--- src/proc_defs.svh ---
/* processor size parameters */

`ifndef PROC_DEFS_SVH
`define PROC_DEFS_SVH

// datapath and instruction word
`define PROC_DATA_WIDTH 16

// register file, r0 reads zero
`define PROC_REG_ADDR_W 3
`define PROC_REG_COUNT  8

// words of memory, both indexed by byte address bits above bit 0
`define PROC_IMEM_DEPTH 64
`define PROC_DMEM_DEPTH 64

// pc is a byte address, one instruction is two bytes
`define PROC_PC_STEP 16'd2

// width of the imm5 field before sign extension
`define PROC_IMM_W 5

`endif

--- src/procPkg.sv ---
/* processor types */
`default_nettype none
`include "proc_defs.svh"

package procPkg;

   // opcode lives in bits 15..11
   typedef enum logic [4:0] {
      opHalt  = 5'b00000,
      opNop   = 5'b00001,
      opAddi  = 5'b01000,
      opSt    = 5'b10000,
      opLd    = 5'b10001,
      opBeqz  = 5'b01100,
      opBnez  = 5'b01101,
      opRtype = 5'b11011
   } opcodeT;

   // encoding matches the R-type func field
   typedef enum logic [1:0] {
      aluAdd = 2'b00,
      aluSub = 2'b01,
      aluXor = 2'b10,
      aluAnd = 2'b11
   } aluOpT;

   typedef struct packed {
      opcodeT                      opcode;
      logic [`PROC_REG_ADDR_W-1:0] rs;
      logic [`PROC_REG_ADDR_W-1:0] rt;    // also the store data register
      logic [`PROC_REG_ADDR_W-1:0] rd;
      logic [1:0]                  func;
   } rViewT;

   typedef struct packed {
      opcodeT                      opcode;
      logic [`PROC_REG_ADDR_W-1:0] rs;
      logic [`PROC_REG_ADDR_W-1:0] rd;
      logic [`PROC_IMM_W-1:0]      imm5;  // sign extended in decode
   } iViewT;

   // one instruction word, two ways of reading it
   typedef union packed {
      rViewT rView;
      iViewT iView;
   } instrT;

endpackage

`default_nettype wire

--- src/procIf.sv ---
/* pipeline stage buses */
`timescale 1ns/1ps
`default_nettype none
`include "proc_defs.svh"

// decode stage register, valid low means bubble
interface decodeToExecute import procPkg::*; ();
   logic                        valid;
   opcodeT                      opcode;
   aluOpT                       aluOp;
   logic                        regWrite;
   logic                        memRead;
   logic                        memWrite;
   logic                        isBranch;
   logic                        branchOnZero;  // BEQZ when high
   logic                        useImm;
   logic                        illegal;
   logic                        halt;
   logic [`PROC_REG_ADDR_W-1:0] rsAddr;
   logic [`PROC_REG_ADDR_W-1:0] rtAddr;
   logic [`PROC_REG_ADDR_W-1:0] destAddr;
   logic [`PROC_DATA_WIDTH-1:0] rsVal;
   logic [`PROC_DATA_WIDTH-1:0] rtVal;
   logic [`PROC_DATA_WIDTH-1:0] imm;
   logic [`PROC_DATA_WIDTH-1:0] pcPlusTwo;

   modport decode (output valid, opcode, aluOp, regWrite, memRead, memWrite, isBranch,
      branchOnZero, useImm, illegal, halt, rsAddr, rtAddr, destAddr, rsVal, rtVal, imm,
      pcPlusTwo);
   modport execute (input valid, opcode, aluOp, regWrite, memRead, memWrite, isBranch,
      branchOnZero, useImm, illegal, halt, rsAddr, rtAddr, destAddr, rsVal, rtVal, imm,
      pcPlusTwo);
endinterface

// execute stage register
interface executeToResult ();
   logic                        valid;
   logic                        regWrite;
   logic                        memRead;
   logic                        memWrite;
   logic                        halt;
   logic [`PROC_REG_ADDR_W-1:0] destAddr;
   logic [`PROC_DATA_WIDTH-1:0] aluResult;  // memory address for LD and ST
   logic [`PROC_DATA_WIDTH-1:0] storeData;

   modport execute (output valid, regWrite, memRead, memWrite, halt, destAddr, aluResult,
      storeData);
   modport result (input valid, regWrite, memRead, memWrite, halt, destAddr, aluResult,
      storeData);
endinterface

`default_nettype wire

--- src/decodeStage.sv ---
/* fetch and decode stage */
`timescale 1ns/1ps
`default_nettype none
`include "proc_defs.svh"

module decodeStage import procPkg::*; (
   input  wire                          clk,
   input  wire                          reset,
   input  wire                          imemLoadEn,
   input  wire [`PROC_DATA_WIDTH-1:0]   imemLoadAddr,
   input  wire [`PROC_DATA_WIDTH-1:0]   imemLoadData,
   input  wire                          redirect,
   input  wire [`PROC_DATA_WIDTH-1:0]   redirectTarget,
   input  wire                          wbEn,
   input  wire [`PROC_REG_ADDR_W-1:0]   wbAddr,
   input  wire [`PROC_DATA_WIDTH-1:0]   wbData,
   decodeToExecute.decode               dx
);

   localparam int imemAddrW = $clog2(`PROC_IMEM_DEPTH);

   logic [`PROC_DATA_WIDTH-1:0] imem [`PROC_IMEM_DEPTH];
   logic [`PROC_DATA_WIDTH-1:0] regs [`PROC_REG_COUNT];
   logic [`PROC_DATA_WIDTH-1:0] pc;
   logic [`PROC_DATA_WIDTH-1:0] pcPlusTwo;
   logic                        stopped;   // HALT seen, fetch frozen
   instrT                       instr;

   logic                        regWriteD;
   logic                        memReadD;
   logic                        memWriteD;
   logic                        isBranchD;
   logic                        branchOnZeroD;
   logic                        useImmD;
   logic                        illegalD;
   logic                        haltD;
   aluOpT                       aluOpD;
   logic [`PROC_REG_ADDR_W-1:0] destAddrD;
   logic [`PROC_DATA_WIDTH-1:0] rsValD;
   logic [`PROC_DATA_WIDTH-1:0] rtValD;
   logic [`PROC_DATA_WIDTH-1:0] immD;

   // program load, only while reset is held
   always_ff @(posedge clk) begin
      if (reset && imemLoadEn)
         imem[imemLoadAddr[imemAddrW:1]] <= imemLoadData;
   end

   assign instr     = imem[pc[imemAddrW:1]];
   assign pcPlusTwo = pc + `PROC_PC_STEP;
   assign immD      = {{(`PROC_DATA_WIDTH - `PROC_IMM_W){instr.iView.imm5[`PROC_IMM_W-1]}},
                       instr.iView.imm5};

   // r0 is hardwired, a same-cycle writeback wins over the array
   function automatic logic [`PROC_DATA_WIDTH-1:0] readPort(
      input logic [`PROC_REG_ADDR_W-1:0] addr
   );
      if (addr == '0)
         return '0;
      if (wbEn && wbAddr == addr)
         return wbData;
      return regs[addr];
   endfunction

   always_comb begin
      regWriteD     = 1'b0;
      memReadD      = 1'b0;
      memWriteD     = 1'b0;
      isBranchD     = 1'b0;
      branchOnZeroD = 1'b0;
      useImmD       = 1'b0;
      illegalD      = 1'b0;
      haltD         = 1'b0;
      aluOpD        = aluAdd;
      destAddrD     = instr.iView.rd;
      case (instr.rView.opcode)
         opHalt:  haltD = 1'b1;
         opNop:   ;
         opAddi: begin
            regWriteD = 1'b1;
            useImmD   = 1'b1;
         end
         opSt:    memWriteD = 1'b1;   // address formed in execute
         opLd: begin
            memReadD  = 1'b1;
            regWriteD = 1'b1;
         end
         opBeqz: begin
            isBranchD     = 1'b1;
            branchOnZeroD = 1'b1;
         end
         opBnez:  isBranchD = 1'b1;
         opRtype: begin
            regWriteD = 1'b1;
            aluOpD    = aluOpT'(instr.rView.func);
            destAddrD = instr.rView.rd;
         end
         default: illegalD = 1'b1;
      endcase
      // writes to r0 are dropped here
      if (destAddrD == '0)
         regWriteD = 1'b0;
      rsValD = readPort(instr.rView.rs);
      rtValD = readPort(instr.rView.rt);
   end

   always_ff @(posedge clk) begin
      if (wbEn && wbAddr != '0)
         regs[wbAddr] <= wbData;
   end

   always_ff @(posedge clk) begin
      if (reset) begin
         pc       <= '0;
         stopped  <= 1'b0;
         dx.valid <= 1'b0;
      end else begin
         if (redirect)
            pc <= redirectTarget;
         else if (!(haltD || stopped))
            pc <= pcPlusTwo;
         stopped  <= stopped || (haltD && !redirect);
         dx.valid <= !(redirect || stopped);   // squashed slot or frozen
      end
   end

   always_ff @(posedge clk) begin
      dx.opcode       <= instr.rView.opcode;
      dx.aluOp        <= aluOpD;
      dx.regWrite     <= regWriteD;
      dx.memRead      <= memReadD;
      dx.memWrite     <= memWriteD;
      dx.isBranch     <= isBranchD;
      dx.branchOnZero <= branchOnZeroD;
      dx.useImm       <= useImmD;
      dx.illegal      <= illegalD;
      dx.halt         <= haltD;
      dx.rsAddr       <= instr.rView.rs;
      dx.rtAddr       <= instr.rView.rt;
      dx.destAddr     <= destAddrD;
      dx.rsVal        <= rsValD;
      dx.rtVal        <= rtValD;
      dx.imm          <= immD;
      dx.pcPlusTwo    <= pcPlusTwo;
   end

   loadInReset: assert property (@(posedge clk) imemLoadEn |-> reset)
      else $error("instruction memory load outside reset");

endmodule

`default_nettype wire

--- src/executeStage.sv ---
/* execute stage */
`timescale 1ns/1ps
`default_nettype none
`include "proc_defs.svh"

module executeStage import procPkg::*; (
   input  wire                          clk,
   input  wire                          reset,
   input  wire                          wbEn,
   input  wire [`PROC_REG_ADDR_W-1:0]   wbAddr,
   input  wire [`PROC_DATA_WIDTH-1:0]   wbData,
   decodeToExecute.execute              dx,
   executeToResult.execute              xr,
   output logic                         redirect,
   output logic [`PROC_DATA_WIDTH-1:0]  redirectTarget,
   output logic                         err
);

   logic [`PROC_DATA_WIDTH-1:0] rsFwd;
   logic [`PROC_DATA_WIDTH-1:0] rtFwd;
   logic [`PROC_DATA_WIDTH-1:0] aluB;
   logic [`PROC_DATA_WIDTH-1:0] aluOut;
   logic [`PROC_DATA_WIDTH-1:0] addrSum;
   logic [`PROC_DATA_WIDTH-1:0] aluResult;
   logic                        isMemOp;

   // the slot in result is one ahead, older values are already in the regfile
   function automatic logic [`PROC_DATA_WIDTH-1:0] forward(
      input logic [`PROC_REG_ADDR_W-1:0] addr,
      input logic [`PROC_DATA_WIDTH-1:0] regVal
   );
      if (wbEn && addr != '0 && wbAddr == addr)
         return wbData;
      return regVal;
   endfunction

   always_comb begin
      rsFwd = forward(dx.rsAddr, dx.rsVal);
      rtFwd = forward(dx.rtAddr, dx.rtVal);
   end

   assign aluB = dx.useImm ? dx.imm : rtFwd;

   always_comb begin
      case (dx.aluOp)
         aluAdd:  aluOut = rsFwd + aluB;
         aluSub:  aluOut = rsFwd - aluB;
         aluXor:  aluOut = rsFwd ^ aluB;
         aluAnd:  aluOut = rsFwd & aluB;
         default: aluOut = rsFwd + aluB;
      endcase
   end

   // LD and ST go through the address adder
   assign isMemOp   = (dx.opcode == opLd) || (dx.opcode == opSt);
   assign addrSum   = rsFwd + dx.imm;
   assign aluResult = isMemOp ? addrSum : aluOut;

   // taken when the zero test agrees with the branch kind
   assign redirect       = dx.valid && dx.isBranch && ((rsFwd == '0) == dx.branchOnZero);
   assign redirectTarget = dx.pcPlusTwo + dx.imm;

   always_ff @(posedge clk) begin
      if (reset) begin
         err      <= 1'b0;
         xr.valid <= 1'b0;
      end else begin
         if (dx.valid && dx.illegal)
            err <= 1'b1;                       // sticky until reset
         xr.valid <= dx.valid && !dx.illegal;   // illegal slot dies here
      end
   end

   always_ff @(posedge clk) begin
      xr.regWrite  <= dx.regWrite;
      xr.memRead   <= dx.memRead;
      xr.memWrite  <= dx.memWrite;
      xr.halt      <= dx.halt;
      xr.destAddr  <= dx.destAddr;
      xr.aluResult <= aluResult;
      xr.storeData <= rtFwd;
   end

   // the squashed slot behind a taken branch cannot branch again
   singleRedirect: assert property (@(posedge clk) disable iff (reset) redirect |=> !redirect)
      else $error("redirect high two cycles in a row");

   errSticky: assert property (@(posedge clk) err && !reset |=> err)
      else $error("err fell without reset");

endmodule

`default_nettype wire

--- src/proc.sv ---
/* three stage processor top */
`timescale 1ns/1ps
`default_nettype none
`include "proc_defs.svh"

module proc (
   input  wire                          clk,
   input  wire                          reset,
   input  wire                          imemLoadEn,
   input  wire [`PROC_DATA_WIDTH-1:0]   imemLoadAddr,
   input  wire [`PROC_DATA_WIDTH-1:0]   imemLoadData,
   output logic                         wbEn,
   output logic [`PROC_REG_ADDR_W-1:0]  wbAddr,
   output logic [`PROC_DATA_WIDTH-1:0]  wbData,
   output logic                         halted,
   output logic                         err
);

   logic                        redirect;
   logic [`PROC_DATA_WIDTH-1:0] redirectTarget;

   decodeToExecute dxBus ();
   executeToResult xrBus ();

   decodeStage decode0 (
      .clk            (clk),
      .reset          (reset),
      .imemLoadEn     (imemLoadEn),
      .imemLoadAddr   (imemLoadAddr),
      .imemLoadData   (imemLoadData),
      .redirect       (redirect),
      .redirectTarget (redirectTarget),
      .wbEn           (wbEn),
      .wbAddr         (wbAddr),
      .wbData         (wbData),
      .dx             (dxBus.decode)
   );

   // writeback also feeds the forwarding path
   executeStage execute0 (
      .clk            (clk),
      .reset          (reset),
      .wbEn           (wbEn),
      .wbAddr         (wbAddr),
      .wbData         (wbData),
      .dx             (dxBus.execute),
      .xr             (xrBus.execute),
      .redirect       (redirect),
      .redirectTarget (redirectTarget),
      .err            (err)
   );

   resultStage result0 (
      .clk    (clk),
      .reset  (reset),
      .xr     (xrBus.result),
      .wbEn   (wbEn),
      .wbAddr (wbAddr),
      .wbData (wbData),
      .halted (halted)
   );

endmodule

`default_nettype wire

--- src/resultStage.sv ---
/* memory and writeback stage */
`timescale 1ns/1ps
`default_nettype none
`include "proc_defs.svh"

module resultStage (
   input  wire                          clk,
   input  wire                          reset,
   executeToResult.result               xr,
   output logic                         wbEn,
   output logic [`PROC_REG_ADDR_W-1:0]  wbAddr,
   output logic [`PROC_DATA_WIDTH-1:0]  wbData,
   output logic                         halted
);

   localparam int dmemAddrW = $clog2(`PROC_DMEM_DEPTH);

   logic [`PROC_DATA_WIDTH-1:0] dmem [`PROC_DMEM_DEPTH];
   logic [dmemAddrW-1:0]        dmemIdx;
   logic [`PROC_DATA_WIDTH-1:0] loadData;
   logic                        haltSeen;

   assign dmemIdx  = xr.aluResult[dmemAddrW:1];   // word index from byte address
   assign loadData = dmem[dmemIdx];

   always_ff @(posedge clk) begin
      if (xr.valid && xr.memWrite)
         dmem[dmemIdx] <= xr.storeData;
   end

   // regfile write lands at the end of this cycle
   assign wbEn   = xr.valid && xr.regWrite;
   assign wbAddr = xr.destAddr;
   assign wbData = xr.memRead ? loadData : xr.aluResult;

   always_ff @(posedge clk) begin
      if (reset)
         haltSeen <= 1'b0;
      else if (xr.valid && xr.halt)
         haltSeen <= 1'b1;
   end

   // high from the cycle HALT arrives
   assign halted = haltSeen || (xr.valid && xr.halt);

   // decode drops r0 destinations, nothing downstream should revive them
   noR0Write: assert property (@(posedge clk) disable iff (reset) wbEn |-> wbAddr != '0)
      else $error("writeback to r0");

endmodule

`default_nettype wire

--- config.mk ---
export PLATFORM = sky130hd
export DESIGN_NAME = proc
export DESIGN_NICKNAME = d
export VERILOG_FILES = /design/src/procPkg.sv /design/src/procIf.sv /design/src/decodeStage.sv /design/src/executeStage.sv /design/src/proc.sv /design/src/resultStage.sv
export VERILOG_INCLUDE_DIRS = /design/src
export SDC_FILE = /design/constraint.sdc
export NUM_CORES = 2
export LEC_CHECK = 0
export BUFFER_PORTS_ARGS = -buffer_cell sky130_fd_sc_hd__buf_2
export CAP_MARGIN = 40
export CORE_MARGIN = 3
export CORE_UTILIZATION = 45
export CTS_CLUSTER_DIAMETER = 150
export DETAILED_ROUTE_END_ITERATION = 8
export PLACE_DENSITY = 0.63
export SYNTH_ARGS = -nofsm -noshare
export SYNTH_HDL_FRONTEND = slang
export SYNTH_SLANG_ARGS = --single-unit
--- constraint.sdc ---
create_clock -name clk -period 5.8 [get_ports clk]
set_input_delay 1.16 -clock clk [delete_from_list [all_inputs] [get_ports clk]]
set_output_delay 1.16 -clock clk [all_outputs]
set_load 0.05 [all_outputs]
## After elaboration in Yosys (flattened, before gate mapping)

Memory sizes are Yosys's and may differ from the RTL's. A register that Yosys moved wholly into a read port is not among the register bits.
Cells that the tools add are included.

| cells by class | value |
|---|---|
| add/sub/neg operators | 5 |
| eq/ne operators | 18 |
| mux-type cells | 43 |
| bitwise gates (word level) | 2 |
| reductions and logical operators | 36 |

Operators by type and width:

| cell | count |
|---|---|
| $mux 16 | 17 |
| $pmux 16 s4 | 1 |
| $add 16x16->16 | 3 |
| $eq 5x5->1 const B | 5 |
| $mux 1 | 22 |
| $add 16x2->16 const B | 1 |
| $and 16x16->16 | 1 |
| $logic_and 1x1->1 | 16 |
| $logic_not 16->1 | 1 |
| $sub 16x16->16 | 1 |
| $xor 16x16->16 | 1 |
| $eq 5x4->1 const B | 3 |
| $eq 3x3->1 | 4 |
| $mux 6 | 2 |
| $logic_not 3->1 | 3 |
| $reduce_bool 3->1 | 3 |
| $reduce_or 8->1 | 1 |
| $eq 5x1->1 const B | 1 |
| $logic_not 5->1 | 1 |
| $logic_or 1x1->1 | 5 |
| $eq 2x2->1 const B | 2 |
| $logic_not 1->1 | 3 |
| $mux 3 | 1 |
| $reduce_or 3->1 | 1 |
| 5 further kinds | 5 |

| word-level totals | value |
|---|---|
| bits in registers | 137 |
| bits in writable memories | 2176 |
| input bits | 35 |
| output and inout port bits | 22 |
| logic and storage cells | 137 |
| memories | 3 |

Memory list:

| name | depth | width | read ports | clocked after memory_dff | write ports | RTL line | RTL |
|---|---|---|---|---|---|---|---|
| decode0.imem | 64 | 16 | 1 | 1 | 1 | decodeStage.sv:22 | `` logic [`PROC_DATA_WIDTH-1:0] imem [`PROC_IMEM_DEPTH]; `` |
| result0.dmem | 64 | 16 | 1 | 1 | 1 | resultStage.sv:18 | `` logic [`PROC_DATA_WIDTH-1:0] dmem [`PROC_DMEM_DEPTH]; `` |
| decode0.regs | 8 | 16 | 2 | 0 | 1 | decodeStage.sv:23 | `` logic [`PROC_DATA_WIDTH-1:0] regs [`PROC_REG_COUNT]; `` |

## Depth between registers and ports, before layout

| depth | value |
|---|---|
| depth in word-level cells | 11 |
| mapped depth | 31 |
| gate-level depth less buffers | 24 |

## By module

Synthesis repeated with hierarchy kept, for this count alone.

| unflattened totals | value |
|---|---|
| cell total of the unflattened synthesis | 5175 |
| area total of the unflattened synthesis | 93847.5 um2 |

Modules (own cells, without submodules):

| module | times used | cells each | area each (um2) | seq. area each (um2) |
|---|---|---|---|---|
| decodeStage | 1 | 2440 | 49254.7 | 36615.1 |
| resultStage | 1 | 2198 | 39949.6 | 30769.5 |
| executeStage | 1 | 537 | 4643.2 | 820.8 |

## Worst setup path after synthesis

No wires, ideal clock.

| timing path | value |
|---|---|
| path kind | reg-to-reg |
| start point | register execute0.xr.aluResult[3] |
| end point | register execute0.xr.aluResult[15] |
| library setup time | 131 ps |
| data arrival time | 6666 ps |
| data required time | 5669 ps |
| path slack | -997 ps |
| cell stages (with the launch flop) | 28 |
| buffers on the path | 4 |
| clock period less this slack | 6797 ps |
| cells stage by stage | dfxtp_1 buf_2 buf_2 buf_2 buf_1 mux2_2 a221oi_1 o22ai_1 a22oi_1 a32oi_1 mux2_2 mux2i_1 ha_1 o211ai_1 or3b_2 o21ai_0 xor2_1 ha_1 and2_1 nand4b_1 o211ai_1 o21ai_0 a31oi_1 inv_1 or4_1 o21ai_0 a2111o_1 o22ai_1 |

| between the ends | value |
|---|---|
| cells in the longest elaborated chain, start to end | 7 |
| elaborated cells between the ends (all ways) | 11 |
| those cells by class | 3 x add/sub; 8 x mux |

Ends and longest elaborated chain:

| element | RTL line | RTL |
|---|---|---|
| start: declaration | procIf.sv:46 | `modport execute (output valid, regWrite, memRead, memWrite, halt, destAddr, aluResult,` |
| $mux 16 * | resultStage.sv:34 | `assign wbData = xr.memRead ? loadData : xr.aluResult;` |
| $mux 16 | executeStage.sv:32 | `if (wbEn && addr != '0 && wbAddr == addr)` |
| $mux 16 | executeStage.sv:34 | `return regVal;` |
| $mux 16 | executeStage.sv:42 | `assign aluB = dx.useImm ? dx.imm : rtFwd;` |
| $sub 16x16->16 or $add 16x16->16 (tied branches) | executeStage.sv:47, executeStage.sv:46 |  |
| $pmux 16 s4 | executeStage.sv:45 | `case (dx.aluOp)` |
| $mux 16 * | executeStage.sv:57 | `assign aluResult = isMemOp ? addrSum : aluOut;` |
| net execute0.aluResult[15] | executeStage.sv:24 | `` logic [`PROC_DATA_WIDTH-1:0] aluResult; `` |

The timed path passes the listed nets; every way through them passes the cells marked *. The select of a mux whose other input is x is not followed.
A chain may end at the register's enable or synchronous reset.

## Worst setup path after layout

Same ends and word-level chain as after synthesis.

==> reports/results.env <==
RUN_STATUS='complete, but fails checks'
FAILED_CHECKS='design-rule violations, negative setup slack'
PLACEMENTROWS=165
DOMINANTREGCELLSYNTH='edfxtp_1'
FINAL_MIN_PERIOD_OVER_CLOCK_PERIOD_PCT=101
TOP_LAYER='met5'
SYNTH-XOR-AREA-SHARE_PCT=0.580
TIMING.FINAL.CRIT_PERIOD_NS=5.87
FINALSETUPVIOLATIONS=1
TIMING.CRITICAL_PATH.SLOWEST_CELL_DELAY_NS=0.45
PLACE.GP.CONGESTION=0.925
DIEWIDTH_UM=458
CRITPATHARRIVALTIME_NS=6.63
INITIALDRTVIOLATIONCOUNT=6387
YOSYS.AREA_SHARE.ADDER_PCT=0.799
GRT_SETUP_UNREPAIRED='true'
YOSYS_WARNINGS=0
N_FILL_CELL=15648
NETLIST-CELL-TYPE-COUNT=85
FINAL_DESIGN_AREA_NO_FILL_UM2=109000
CTSLONGESTPATHBUFFERS=3
HOLD_PATH_SINK='execute0.xr.memRead'
SHARE_OF_SYNTHESIZED_FLIP_FLOPS_WITH_AN_ASYNCHRONOUS_SET_OR_RESET_PCT=0
NUMCLOCKSINKS=2300
CRITICAL_PATH_CLASS='flip-flop to flip-flop'
POSTROUTEWIRELENGTH_UM=251000
EDFF_COUNT_SYNTH=2176
ROUTE.VIAS.TOTAL=51024
GRT_FIRST_PASS_WIRELENGTH_UM=362000
DESIGN.PORTCOUNT=57
COMBINATIONAL_FAMILY_WITH_THE_MOST_AREA_AFTER_SYNTHESIS='multiplexers'
CORE_REGION_AREA_UM2=203000
WL_MET3_UM=21200
DRIVE_ABOVE_1_SHARE_PCT=31.6
WORST_SLEW_MARGIN_REL_PCT=35.1
AVG_VIAS_PER_CELL=6.07
DRT_PASS1_ITERATIONS=8
INITIAL_STANDARD_CELL_UTILIZATION_OF_THE_CORE_PCT=45.4
CRIT_PATH_END_KIND='flip-flop'
HOLDCRITSTARTPOINT='decode0.dx.memRead'
TIMING.FINAL.MAX_SLEW_VIOLATIONS=0
SETUP_SLACK_NS=-0.0720
FINAL_NETS=5630
SYNTH_COMPOUND_AREA_SHARE_PCT=4.82
DIE_HEIGHT_UM=458
HP-CLASS='flip-flop to flip-flop'
CPMAXSTAGEDELAYCELL='or3b_4'
CLKSLEWWORSTSETUPHOLDPATHS_NS=0.07
AREA_AFTER_DPL_UM2=101000
CTS-ROOT-BUF='clkbuf_16'
MET2_WIRELENGTH_FROM_DETAILED_ROUTING_UM=119000
MIN_PATH_CELLS=0
SYN2LAYOUT_AREA_GROWTH_PCT=18.5
ACHIEVABLE-FREQUENCY_GHz=0.170
REPORT.FINAL.HOLD_VIOL_COUNT=0
TRANSITION_TIME_OF_THE_TIGHTEST_SLEW_CHECK_PIN_NS=0.970
CLOCK_INSERTION_DELAY_WORST_SKEW_NS=0.88
REQUIRED_TIME_OF_THE_CRITICAL_PATH_NS=6.56
RR_ENDPOINT='execute0.xr.aluResult[15]'
GRT_ANTENNA_BEFORE_REPAIR=10
NUMPLACEDINSTANCES=7935
GRT_MAX_DEGREE=65
POSTSYNTHCELLCOUNT=4839
WL_PER_CELL_UM=29.9
WORST_R2R_STARTPOINT='execute0.xr.aluResult[3]'
PLACE.DETAILED.HPWL_UM=160000
POST-LAYOUT-TOTAL-POWER_uW=58100
H-TREE-DEPTH=4
SYNTH.YOSYS.SEQ_AREA_SHARE_PCT=73.6
FINISH.CELL_COUNT_WITHOUT_FILLERS=8406
CELLPOWERDENSITY_nW_PER_UM2=532
SYNTHSIMPLEGATEAREAFRAC_PCT=3.35
TRITONCTS='yes'
P_LEAK_uW=0.0364
MAXIMUM_FANOUT_ALONG_THE_WORST_PATH=8
SYNTH_AREA_UM2=92100
SKEW_NS=0.0873
WORSTSETUPSTARTPOINTTYPE='flip-flop'
FIRST_GLOBAL_VIAS=50191
MET1_LENGTH_UM=101000
IR_DROP_mV=0.397
GRT.TOTAL_USAGE_PCT=23.7
SYNTH-SEQ-CELLS=2300
MAX_CAP_VIOLATIONS=0
SYNTH_MUX_AREA_SHARE_PCT=15.3
FINALCOREUTILIZATION_PCT=53.8
NUMBER_OF_INPUT_AND_OUTPUT_PORT_BUFFERS_INSERTED=46
DP_WORST_SETUP_SLACK_NS=-0.335
NUMBER_OF_BUFFERS_ADDED_BY_THE_CLOCK_TREE_SYNTHESIS_STEP=226
REMAINING_GLOBAL_ROUTE_OVERFLOW=0
DRCVIOLATIONCOUNT=1
POST_SYNTH.CELL_AREA_AVG_UM2=19.0
RRSETUPSLACK_NS=-0.07
REG2REG_DEPTH=27
FP.DIEAREA_UM2=210000
DRTANTENNAVIOLNETS=0
## per-layer routing
metal | vias to the layer above | track usage, %
li1 | 21323 | -
met2 | 2402 | 37.4
met3 | 459 | 4.16
met5 | - | 0
met1 | 26828 | 33.6
met4 | 12 | 8.09
## state kept, by name (all words and copies together), names as in the netlist, 2 cells and up, named ones only
register               flops
decode0.dx.aluOp           2
decode0.dx.destAddr        3
decode0.dx.imm             5
decode0.dx.opcode          4
decode0.dx.pcPlusTwo       7
decode0.dx.rsAddr          3
decode0.dx.rsVal          16
decode0.dx.rtAddr          3
decode0.dx.rtVal          16
decode0.imem            1024
decode0.pc                 7
decode0.regs             128
execute0.xr.aluResult     16
execute0.xr.destAddr       3
execute0.xr.storeData     16
result0.dmem            1024
## metrics by stage
stage	TNS (ns)	hold slack (ns)
2_1_floorplan	0	0.310
3_3_place_gp	-0.632	0.312
3_5_place_dp	-0.619	0.313
4_1_cts	-0.0786	0.326
5_1_grt	-0.431	0.331
6_report	-0.0720	0.327
## cell usage after synthesis (all sizes together), types with 75 or more instances
cell / instances / share of area, %
buf: 144 / 0.79
dfxtp: 124 / 2.7
mux4: 455 / 11
a21oi: 87 / 0.47
mux2: 82 / 1.0
nor2: 260 / 1.1
edfxtp: 2176 / 71
clkbuf: 145 / 0.59
o21ai: 75 / 0.41
a221oi: 82 / 0.79
mux2i: 287 / 3.1
nand2: 133 / 0.54
## critical path: cells and delay by family (launching register included)
kind / cells / cell delay [ns]
AOI/OAI and AO/OA: 13 / 2.51
xor gates and xnor gates: 1 / 0.10
adders and majority gates: 2 / 0.52
buffers and inverters: 4 / 0.55
DFF: 1 / 0.40
muxes: 3 / 0.85
and+or+nand+nor: 4 / 0.84
## where the power goes
| group | switching (µW) | internal, µW | total [µW] |
|---|---|---|---|
| combinational | 13000 | 9620 | 22600 |
| clock | 6330 | 8680 | 15000 |
| sequential | 469 | 20000 | 20500 |
| total | 19800 | 38300 | 58100 |
## worst max path at each step
stage	to	startpoint
finish	execute0.xr.aluResult[15]	execute0.xr.aluResult[3]
CTS	execute0.xr.aluResult[15]	execute0.xr.aluResult[2]
global route	execute0.xr.aluResult[15]	execute0.xr.aluResult[2]
detailed placement	execute0.xr.aluResult[15]	execute0.xr.aluResult[2]
global placement	execute0.xr.aluResult[15]	execute0.xr.aluResult[2]
floorplan	execute0.xr.aluResult[15]	execute0.xr.aluResult[2]
## placed cells by master, fill, tap and decap left out, types with 60 or more instances in the layout
cell type	count
mux2i_1	284
a221oi_1	73
mux4_2	453
mux2_2	80
nand2_1	132
o21ai_0	61
edfxtp_1	2176
dfxtp_1	101
a21oi_1	81
nor2_1	201
buf_4	607
a22oi_1	60
clkbuf_16	234
## what timing repair did
item | CTS | global route
hold buffers | 0 | 0
pin swaps | 17 | 43
endpoints found under the setup margin | 3 | 5
cloned | 2 | 5
resized for setup | 30 | 66
buffers inserted | 8 | 34
## layout make-up
cell class,count,area (µm²),area share [%]
well taps,2672,3340,3.06
inverters,45,173,0.158
clock buffers,280,6010,5.50
diodes,2,5.00,0.00458
repair buffers,745,6550,5.99
multi-input cells,2220,23600,21.6
clock inverters,142,1670,1.53
flip-flops and latches,2300,67900,62.1
## cells by family after synthesis
family          Yosys count
flops                  2300
mux                     824
simple gates            644
compound gates          618
buf+inv                 334
xor+xnor                 61
fa+ha+maj                57
other cells               1
Note: power is estimated with default switching activity, not from simulation.
